## src/uart_rx_params.svh

```systemverilog
// ******************************
// UART receiver constants
// Widths, APB register map and reset values
// ******************************
`ifndef UART_RX_PARAMS_SVH
`define UART_RX_PARAMS_SVH

// Bus and field widths
`define UART_RX_ADDR_W   3
`define UART_RX_DATA_W   8
`define UART_RX_PERIOD_W 14
`define UART_RX_SIZE_W   4

// APB register map
`define UART_RX_ADDR_DATA_SR   3'd0
`define UART_RX_ADDR_ERROR_SR  3'd1
`define UART_RX_ADDR_PERIOD_LO 3'd2
`define UART_RX_ADDR_PERIOD_HI 3'd3
`define UART_RX_ADDR_DATA_SIZE 3'd4
`define UART_RX_ADDR_RX_DATA   3'd6

// Configuration after reset
`define UART_RX_RESET_PERIOD 14'd10
`define UART_RX_RESET_SIZE   4'd8
// Legal frame widths
`define UART_RX_MIN_SIZE 4'd5
`define UART_RX_MAX_SIZE 4'd8

`endif

```

## src/uart_rx_pkg.sv

```systemverilog
// ******************************
// UART receiver shared types
// Frame FSM states and datapath widths
// ******************************
`include "uart_rx_params.svh"

package uart_rx_pkg;

  // ******************************
  // Frame FSM
  // ******************************
  // Idle waits for a falling edge, start confirms it at mid-bit
  typedef enum logic [1:0]
  {
    ST_IDLE  = 2'd0,
    ST_START = 2'd1,
    ST_DATA  = 2'd2,
    ST_STOP  = 2'd3
  } rx_state_t;

  // ******************************
  // Datapath types
  // ******************************
  // Bit period in clock cycles, 10..16383 in use
  typedef logic [`UART_RX_PERIOD_W-1:0] rx_period_t;
  // Number of data bits per frame
  typedef logic [`UART_RX_SIZE_W-1:0]   rx_size_t;
  // Received word and APB data
  typedef logic [`UART_RX_DATA_W-1:0]   rx_word_t;

endpackage

```

## src/rx_bit_timer.sv

```systemverilog
// ******************************
// Receive bit timer
// Synchronizes the serial line, flags the start edge
// and strobes sample at the middle of each bit
// ******************************
`timescale 1ns/1ps

module rx_bit_timer
(
  input  logic                   tb_clk,
  input  logic                   rst_n,
  input  logic                   serial_in,
  input  logic                   timer_run,
  input  uart_rx_pkg::rx_period_t bit_period,
  output logic                   line,
  output logic                   start_edge,
  output logic                   sample
);

  import uart_rx_pkg::*;

  logic       sync_ff;
  logic       line_d;
  rx_period_t cnt;
  rx_period_t half_period;
  rx_period_t target;
  logic       half_done;

  // ******************************
  // Line synchronizer
  // ******************************
  // Two flops, then one more for edge detection
  // Idle line is high, so reset to 1 avoids a fake start
  always_ff @(posedge tb_clk or negedge rst_n)
  begin
    if (!rst_n)
    begin
      sync_ff <= 1'b1;
      line    <= 1'b1;
      line_d  <= 1'b1;
    end
    else
    begin
      sync_ff <= serial_in;
      line    <= sync_ff;
      line_d  <= line;
    end
  end

  // High for one cycle after line drops
  assign start_edge = line_d & ~line;

  // ******************************
  // Bit period counter
  // ******************************
  // First strobe at half a period, then every full period
  assign half_period = bit_period >> 1;
  assign target      = half_done ? bit_period : half_period;
  assign sample      = timer_run & (cnt == target - 1'b1);

  always_ff @(posedge tb_clk or negedge rst_n)
  begin
    if (!rst_n)
    begin
      cnt       <= '0;
      half_done <= 1'b0;
    end
    else if (!timer_run)
    begin
      // Frame over or rejected
      cnt       <= '0;
      half_done <= 1'b0;
    end
    else if (sample)
    begin
      cnt       <= '0;
      half_done <= 1'b1;
    end
    else
    begin
      cnt <= cnt + 1'b1;
    end
  end

endmodule

```

## src/rx_frame_ctrl.sv

```systemverilog
// ******************************
// Receive frame controller
// Confirms the start bit, shifts data LSB first
// and checks the stop bit
// ******************************
`timescale 1ns/1ps
`include "uart_rx_params.svh"

module rx_frame_ctrl
(
  input  logic                 tb_clk,
  input  logic                 rst_n,
  input  logic                 line,
  input  logic                 start_edge,
  input  logic                 sample,
  input  uart_rx_pkg::rx_size_t data_size,
  output logic                 timer_run,
  output logic                 frame_done,
  output uart_rx_pkg::rx_word_t frame_data,
  output logic                 frame_err
);

  import uart_rx_pkg::*;

  rx_state_t state;
  rx_size_t  bit_cnt;
  rx_size_t  frame_size;
  rx_word_t  data_q;

  // Timer runs for the whole frame
  assign timer_run  = (state != ST_IDLE);
  assign frame_data = data_q;

  // ******************************
  // Frame FSM and shift register
  // ******************************
  always_ff @(posedge tb_clk or negedge rst_n)
  begin
    if (!rst_n)
    begin
      state      <= ST_IDLE;
      bit_cnt    <= '0;
      frame_size <= `UART_RX_RESET_SIZE;
      data_q     <= '0;
      frame_done <= 1'b0;
      frame_err  <= 1'b0;
    end
    else
    begin
      // Single-cycle pulse
      frame_done <= 1'b0;
      case (state)
        ST_IDLE:
        begin
          if (start_edge)
          begin
            // Size is frozen for the whole frame
            state      <= ST_START;
            frame_size <= data_size;
          end
        end
        ST_START:
        begin
          if (sample)
          begin
            // Line back high at mid-bit means a glitch
            if (line)
            begin
              state <= ST_IDLE;
            end
            else
            begin
              state   <= ST_DATA;
              bit_cnt <= '0;
              // Upper bits stay zero for short frames
              data_q  <= '0;
            end
          end
        end
        ST_DATA:
        begin
          if (sample)
          begin
            // LSB arrives first so the word stays right-aligned
            data_q[bit_cnt[2:0]] <= line;
            bit_cnt              <= bit_cnt + 1'b1;
            if (bit_cnt == frame_size - 1'b1)
            begin
              state <= ST_STOP;
            end
          end
        end
        ST_STOP:
        begin
          if (sample)
          begin
            // Data handed over even with a low stop bit
            frame_err  <= ~line;
            frame_done <= 1'b1;
            state      <= ST_IDLE;
          end
        end
        default:
        begin
          state <= ST_IDLE;
        end
      endcase
    end
  end

endmodule

```

## src/apb_rx_regs.sv

```systemverilog
// ******************************
// APB register block
// Period and size config, one-word receive buffer
// and status and error flags
// ******************************
`timescale 1ns/1ps
`include "uart_rx_params.svh"

module apb_rx_regs
(
  input  logic                         tb_clk,
  input  logic                         rst_n,
  input  logic                         psel,
  input  logic [`UART_RX_ADDR_W-1:0]   paddr,
  input  logic                         penable,
  input  logic                         pwrite,
  input  uart_rx_pkg::rx_word_t         pwdata,
  output uart_rx_pkg::rx_word_t         prdata,
  output logic                         pslverr,
  input  logic                         frame_done,
  input  uart_rx_pkg::rx_word_t         frame_data,
  input  logic                         frame_err,
  output uart_rx_pkg::rx_period_t       bit_period,
  output uart_rx_pkg::rx_size_t         data_size
);

  import uart_rx_pkg::*;

  logic       access;
  logic       wr_en;
  logic       rd_en;
  logic       addr_ok;
  logic       rd_clear;
  rx_word_t   rd_mux;
  rx_word_t   rx_data;
  rx_size_t   size_wr;
  logic       data_ready;
  logic       overrun;
  logic       framing_err;

  // ******************************
  // Access decode
  // ******************************
  // APB access phase without wait states
  assign access = psel & penable;
  assign wr_en  = access & pwrite;
  assign rd_en  = access & ~pwrite;
  // Holes in the map at 5 and 7
  assign addr_ok = (paddr != 3'd5) && (paddr != 3'd7);
  assign pslverr = access & ~addr_ok;
  // Reading the data word clears all flags
  assign rd_clear = rd_en && (paddr == `UART_RX_ADDR_RX_DATA);

  // Data size kept inside 5..8
  always_comb
  begin
    if (pwdata < `UART_RX_MIN_SIZE)
      size_wr = `UART_RX_MIN_SIZE;
    else if (pwdata > `UART_RX_MAX_SIZE)
      size_wr = `UART_RX_MAX_SIZE;
    else
      size_wr = pwdata[`UART_RX_SIZE_W-1:0];
  end

  // ******************************
  // Config registers
  // ******************************
  always_ff @(posedge tb_clk or negedge rst_n)
  begin
    if (!rst_n)
    begin
      bit_period <= `UART_RX_RESET_PERIOD;
      data_size  <= `UART_RX_RESET_SIZE;
    end
    else if (wr_en)
    begin
      // Writes to status and data addresses are dropped
      case (paddr)
        `UART_RX_ADDR_PERIOD_LO: bit_period[`UART_RX_DATA_W-1:0] <= pwdata;
        `UART_RX_ADDR_PERIOD_HI:
          bit_period[`UART_RX_PERIOD_W-1:`UART_RX_DATA_W] <=
            pwdata[`UART_RX_PERIOD_W-`UART_RX_DATA_W-1:0];
        `UART_RX_ADDR_DATA_SIZE: data_size <= size_wr;
        default:
        begin
        end
      endcase
    end
  end

  // ******************************
  // Receive buffer and flags
  // ******************************
  always_ff @(posedge tb_clk or negedge rst_n)
  begin
    if (!rst_n)
    begin
      rx_data     <= '0;
      data_ready  <= 1'b0;
      overrun     <= 1'b0;
      framing_err <= 1'b0;
    end
    else if (frame_done)
    begin
      // New word wins over a read in the same cycle
      rx_data     <= frame_data;
      data_ready  <= 1'b1;
      // Unread word lost
      overrun     <= (overrun | data_ready) & ~rd_clear;
      framing_err <= (framing_err & ~rd_clear) | frame_err;
    end
    else if (rd_clear)
    begin
      data_ready  <= 1'b0;
      overrun     <= 1'b0;
      framing_err <= 1'b0;
    end
  end

  // ******************************
  // Read mux
  // ******************************
  always_comb
  begin
    case (paddr)
      `UART_RX_ADDR_DATA_SR:   rd_mux = rx_word_t'(data_ready);
      `UART_RX_ADDR_ERROR_SR:  rd_mux = rx_word_t'({overrun, framing_err});
      `UART_RX_ADDR_PERIOD_LO: rd_mux = bit_period[`UART_RX_DATA_W-1:0];
      `UART_RX_ADDR_PERIOD_HI:
        rd_mux = rx_word_t'(bit_period[`UART_RX_PERIOD_W-1:`UART_RX_DATA_W]);
      `UART_RX_ADDR_DATA_SIZE: rd_mux = rx_word_t'(data_size);
      `UART_RX_ADDR_RX_DATA:   rd_mux = rx_data;
      default:                 rd_mux = '0;
    endcase
  end

  // Zero outside a read access
  assign prdata = rd_en ? rd_mux : '0;

endmodule

```

## src/apb_uart_rx.sv

```systemverilog
// ******************************
// APB UART receiver top
// Bit timer, frame controller and APB registers
// ******************************
`timescale 1ns/1ps
`include "uart_rx_params.svh"

module apb_uart_rx
(
  input  logic                       tb_clk,
  input  logic                       rst_n,
  input  logic                       serial_in,
  input  logic                       psel,
  input  logic [`UART_RX_ADDR_W-1:0] paddr,
  input  logic                       penable,
  input  logic                       pwrite,
  input  uart_rx_pkg::rx_word_t       pwdata,
  output uart_rx_pkg::rx_word_t       prdata,
  output logic                       pslverr
);

  import uart_rx_pkg::*;

  // Timer to frame controller
  logic       line;
  logic       start_edge;
  logic       sample;
  logic       timer_run;
  // Frame controller to registers
  logic       frame_done;
  rx_word_t   frame_data;
  logic       frame_err;
  // Configuration
  rx_period_t bit_period;
  rx_size_t   data_size;

  // ******************************
  // Serial side
  // ******************************
  rx_bit_timer u_bit_timer
  (
    .tb_clk     (tb_clk),
    .rst_n      (rst_n),
    .serial_in  (serial_in),
    .timer_run  (timer_run),
    .bit_period (bit_period),
    .line       (line),
    .start_edge (start_edge),
    .sample     (sample)
  );

  rx_frame_ctrl u_frame_ctrl
  (
    .tb_clk     (tb_clk),
    .rst_n      (rst_n),
    .line       (line),
    .start_edge (start_edge),
    .sample     (sample),
    .data_size  (data_size),
    .timer_run  (timer_run),
    .frame_done (frame_done),
    .frame_data (frame_data),
    .frame_err  (frame_err)
  );

  // ******************************
  // Bus side
  // ******************************
  apb_rx_regs u_regs
  (
    .tb_clk     (tb_clk),
    .rst_n      (rst_n),
    .psel       (psel),
    .paddr      (paddr),
    .penable    (penable),
    .pwrite     (pwrite),
    .pwdata     (pwdata),
    .prdata     (prdata),
    .pslverr    (pslverr),
    .frame_done (frame_done),
    .frame_data (frame_data),
    .frame_err  (frame_err),
    .bit_period (bit_period),
    .data_size  (data_size)
  );

endmodule

```

## config.mk

```make
export PLATFORM = sky130hd
export DESIGN_NAME = apb_uart_rx
export DESIGN_NICKNAME = d
export VERILOG_FILES = /design/src/uart_rx_pkg.sv /design/src/rx_bit_timer.sv /design/src/rx_frame_ctrl.sv /design/src/apb_rx_regs.sv /design/src/apb_uart_rx.sv
export VERILOG_INCLUDE_DIRS = /design/src /design/src/src
export SDC_FILE = /design/constraint.sdc
export NUM_CORES = 1
export LEC_CHECK = 0
export ABC_AREA = 1
export ABC_CLOCK_PERIOD_IN_PS = 4250
export BUFFER_PORTS_ARGS = -buffer_cell sky130_fd_sc_hd__buf_2
export CAP_MARGIN = 20
export CORE_MARGIN = 4
export CORE_UTILIZATION = 50
export CTS_BUF_LIST = sky130_fd_sc_hd__clkbuf_8
export CTS_CLUSTER_DIAMETER = 80
export CTS_CLUSTER_SIZE = 14
export DETAILED_ROUTE_END_ITERATION = 16
export GPL_ROUTABILITY_DRIVEN = 0
export PLACE_DENSITY = 0.68
export SYNTH_ARGS = -nofsm -noshare
export SYNTH_HDL_FRONTEND = slang
export SYNTH_SLANG_ARGS = --single-unit
```

## constraint.sdc

```tcl
create_clock -name tb_clk -period 4.25 [get_ports tb_clk]
set_clock_uncertainty 0.05 [all_clocks]
set_input_delay 0.85 -clock tb_clk [delete_from_list [all_inputs] [get_ports tb_clk]]
set_output_delay 0.85 -clock tb_clk [all_outputs]
set_load 0.01 [all_outputs]
```

==> results list <==
- Commonest cells after routing, fill and taps aside: sky130_fd_sc_hd__nand2_1, sky130_fd_sc_hd__inv_1, sky130_fd_sc_hd__dfrtp_1
* Detailed placement HPWL: 7.77 mm
- Leading cell type in the layout, fill and taps excluded: sky130_fd_sc_hd__nand2_1
- Launch instance of the worst min-delay path: u_bit_timer.sync_ff$_DFF_PN1_
- Clock Pin Slew Worst Setup and Hold Paths: 0.07 ns
- The run finished with clean final reports.
- From synthesis to final layout, the design area changed by 9.17%.
- Aggregate global routing overflow: 0
- Summing all multi-input logic gate instances after layout gives 2170 um^2.
- After clock tree synthesis, the repair step resized 0 gates.
* Final Hold Vio Count: 0
- The repair_antennas step left the layout with diodes totalling 0.
* Post-synthesis register bit count: 67
- Nature of the critical path startpoint: input pin
- Clock tree synthesis inserted a total of 9 buffers.
- Worst slack, placed: 1.06 ns
- Worst reg2reg startpoint: u_bit_timer.half_done$_DFFE_PN0P_
- Number of nets in the synthesized netlist: 622
- H-tree Lvls: 3
* Static power due to leakage: 2.41 nW
* Placeable core area: 8260 um^2
- Async set-or-reset flop fraction in the synthesized netlist: 1.00
- Static timing analysis puts the maximum clock frequency at 0.309 GHz.
* Final setup violation count: 0
- In the routed layout, each cell is associated on average with a via count of 5.34.
- In this run, post-CTS hold repair placed 0 buffers.
* Kind of critical path: input pin to output pin
* Peak supply drop: 0.000181 V
- In the final design database the tool counted 652 nets.
- For this run, the total global-route usage over all layers was measured as 0.212.
* Count of input and output buffers: 25
- The cell sitting at the root of the clock tree is a sky130_fd_sc_hd__clkbuf_8.
* Final critical delay including setup and external delays: 3.24 ns
- For this run, the register share of the synthesized area comes to 0.395.
* Overall power consumption: 0.00199 W
* Reg2Reg Capture Point: u_frame_ctrl.state[0]$_DFFE_PN0P_
- A synthesized cell averages 7.11 um^2.
* Power Density: 426 nW/um^2
- Die outline area: 10100 um^2
- Antenna Nets Post-Route: 0
- Global-route wire length before repair: 17.2 mm
* Max-cap violations: 0
* CP arrival: 2.34 ns
- Clk sink count: 67
- R2R cell count: 16
* Final standard cell utilization of the core: 0.565
- In the routed design, unresolved DRC markers number 0.
- Initial Util: 0.517
- Via count of the first global-routing pass: 3806
- Critical path capture point type: output pin
- Number of design-rule violations left by the first detailed-router iteration: 303
- Chain of cells forming the critical path: buf_2 -> nor3_1 -> inv_1 -> o22ai_1 -> a221oi_1 -> a31oi_1 -> buf_2
- The initialized floorplan defines 33 standard-cell rows.
* Number of enable-type register cells in the synthesized netlist: 0
- Across the whole layout, storage elements account for 1690 um^2.
- For the pin with the worst max-slew slack, the measured transition is 0.836 ns.
* Yosys warnings: 0
* RSZ-0062 raised after global routing: no
- Slowest stage cell on the critical path: sky130_fd_sc_hd__nor3_1
- For flop-to-flop paths, the worst setup slack is 1.33 ns.
- Antenna violations before repair: 0
- TritonCTS built the clock tree.
- The later pin in the worst-skew pair is clocked with a latency of 0.34 ns.
* Proportion of layout cells with a drive suffix above 1: 0.149
* Hold path cells: 0
* Post-synthesis instance area: 4270 um^2
- From left edge to right edge, the die measures 100 um.
- Final setup TNS: 0 ns
* Synth Flop Type: sky130_fd_sc_hd__dfrtp_1
- Die height: 100 um
- Number of top-level pins: 26
* Endpoint of the worst hold path: u_bit_timer.line$_DFF_PN1_
* Number of pins with negative max-slew slack in the final report: 0
* Total iterations of the first detailed-routing run: 6
- The synthesized netlist contains 37 unique library cells.
* CTS max path bufs: 2
* Data required, critical path: 3.35 ns
* Wire length after detailed routing: 9.83 mm
- Total via count after detailed routing: 3956
* Max Fanout on Critical Path: 7
- Crit-path most repeated cell: sky130_fd_sc_hd__buf_2
- In the final routed layout, each cell accounts on average for 13.3 um.
- Largest net degree at the start of global routing: 40
- The layout has 824 filler cells.
- Post-CTS timing repair inserted 0 buffers for setup.
- In the finished design, the share of the clock period the worst path needs comes to 0.762.
- Final hold slack: 0.308 ns
- Synthesis handed over a netlist of 601 instances.
* Max-slew headroom: 0.443
* Setup slack of the critical path after layout: 1.01 ns
- Delay of the slowest cell on the worst path: 0.61 ns
- The path class of the tightest hold or removal check is register to register.
==> cell usage after synthesis (all sizes together) (2+ instances only) <==
cell,number,area [um^2]
nand4,14,87.6
inv,91,347
nor3,12,60.1
o22ai,7,43.8
clkbuf,4,15.0
buf,5,48.8
ha,4,50.1
dfrtp,60,1500
a22oi,3,22.5
nand2,202,818
o21ai,42,218
nor2,69,350
nor3b,2,15.0
a31oi,2,12.5
dfstp,7,184
xnor2,3,26.3
nand3,43,245
a221oi,4,35.0
xor2,12,105
a21oi,10,50.1
==> where the power goes <==
group | total [W] | switching, W | internal, W
combinational | 0.000678 | 0.000450 | 0.000228
clock | 0.000475 | 0.000260 | 0.000214
sequential | 0.000835 | 0.0000975 | 0.000738
total | 0.00199 | 0.000808 | 0.00118
==> kinds of logic (layout without fill, tap and decap cells) <==
| kind of cell | Yosys count | in the layout | synth area share |
|---|---|---|---|
| flip-flops | 67 | 67 | 0.395 |
| buffers and inverters | 100 | 135 | 0.0961 |
| adder cells (fa/ha/maj) | 4 | 4 | 0.0117 |
| XOR/XNOR | 15 | 15 | 0.0308 |
| AO/OA/AOI/OAI | 70 | 70 | 0.0929 |
| AND/OR/NAND/NOR | 345 | 345 | 0.374 |
==> worst max-delay path, delay by kind of cell <==
family | cells | cell delay [ns]
compound gates | 3 | 0.41
buf+inv | 3 | 0.47
simple gates | 1 | 0.61
==> state kept, by name (all words and copies together) (netlist names), named ones only <==
signal and flops:
u_bit_timer.cnt 14, u_regs.bit_period 14, u_frame_ctrl.frame_data 8, u_regs.rx_data 8
u_frame_ctrl.bit_cnt 4, u_frame_ctrl.frame_size 4, u_regs.data_size 4, u_bit_timer.half_done 1
u_bit_timer.line 1, u_bit_timer.line_d 1, u_bit_timer.sync_ff 1, u_frame_ctrl.frame_done 1
u_frame_ctrl.frame_err 1, u_frame_ctrl.state 1, u_regs.data_ready 1, u_regs.framing_err 1
u_regs.overrun 1
==> cell type report <==
type                    instances  area share
flip-flops and latches         67       0.362
repair buffers                 28      0.0317
multi-input cells             434       0.466
clock inverters                 7      0.0113
clock buffers                   9      0.0266
well taps                     105      0.0282
inverters                      91      0.0743
==> per-stage QoR <==
| stage | cells | instance area [um^2] |
|---|---|---|
| 6_report | 741 | 4660 |
| 5_1_grt | 741 | 4660 |
| 4_1_cts | 741 | 4660 |
| 3_5_place_dp | 725 | 4490 |
| 3_3_place_gp | 725 | 4490 |
| 2_1_floorplan | 601 | 4270 |
==> routing by layer <==
layer | vias up | track usage | routed length (um) | share of wire
met5 | - | 0 | 0 | 0
met4 | 0 | 0.0870 | 228 | 0.023
met3 | 28 | 0.0431 | 496 | 0.050
met2 | 111 | 0.355 | 4870 | 0.49
met1 | 1845 | 0.267 | 4240 | 0.43
li1 | 1972 | - | - | -
==> worst max-delay path by stage <==
stage               depth (start not counted)        end     start
floorplan                                   6  prdata[0]  paddr[1]
global placement                            7  prdata[0]  paddr[0]
detailed placement                          7  prdata[0]  paddr[0]
CTS                                         7  prdata[0]  paddr[0]
global route                                7  prdata[0]  paddr[0]
finish                                      7  prdata[0]  paddr[0]
No activity file was read; power rests on OpenSTA's default activity.
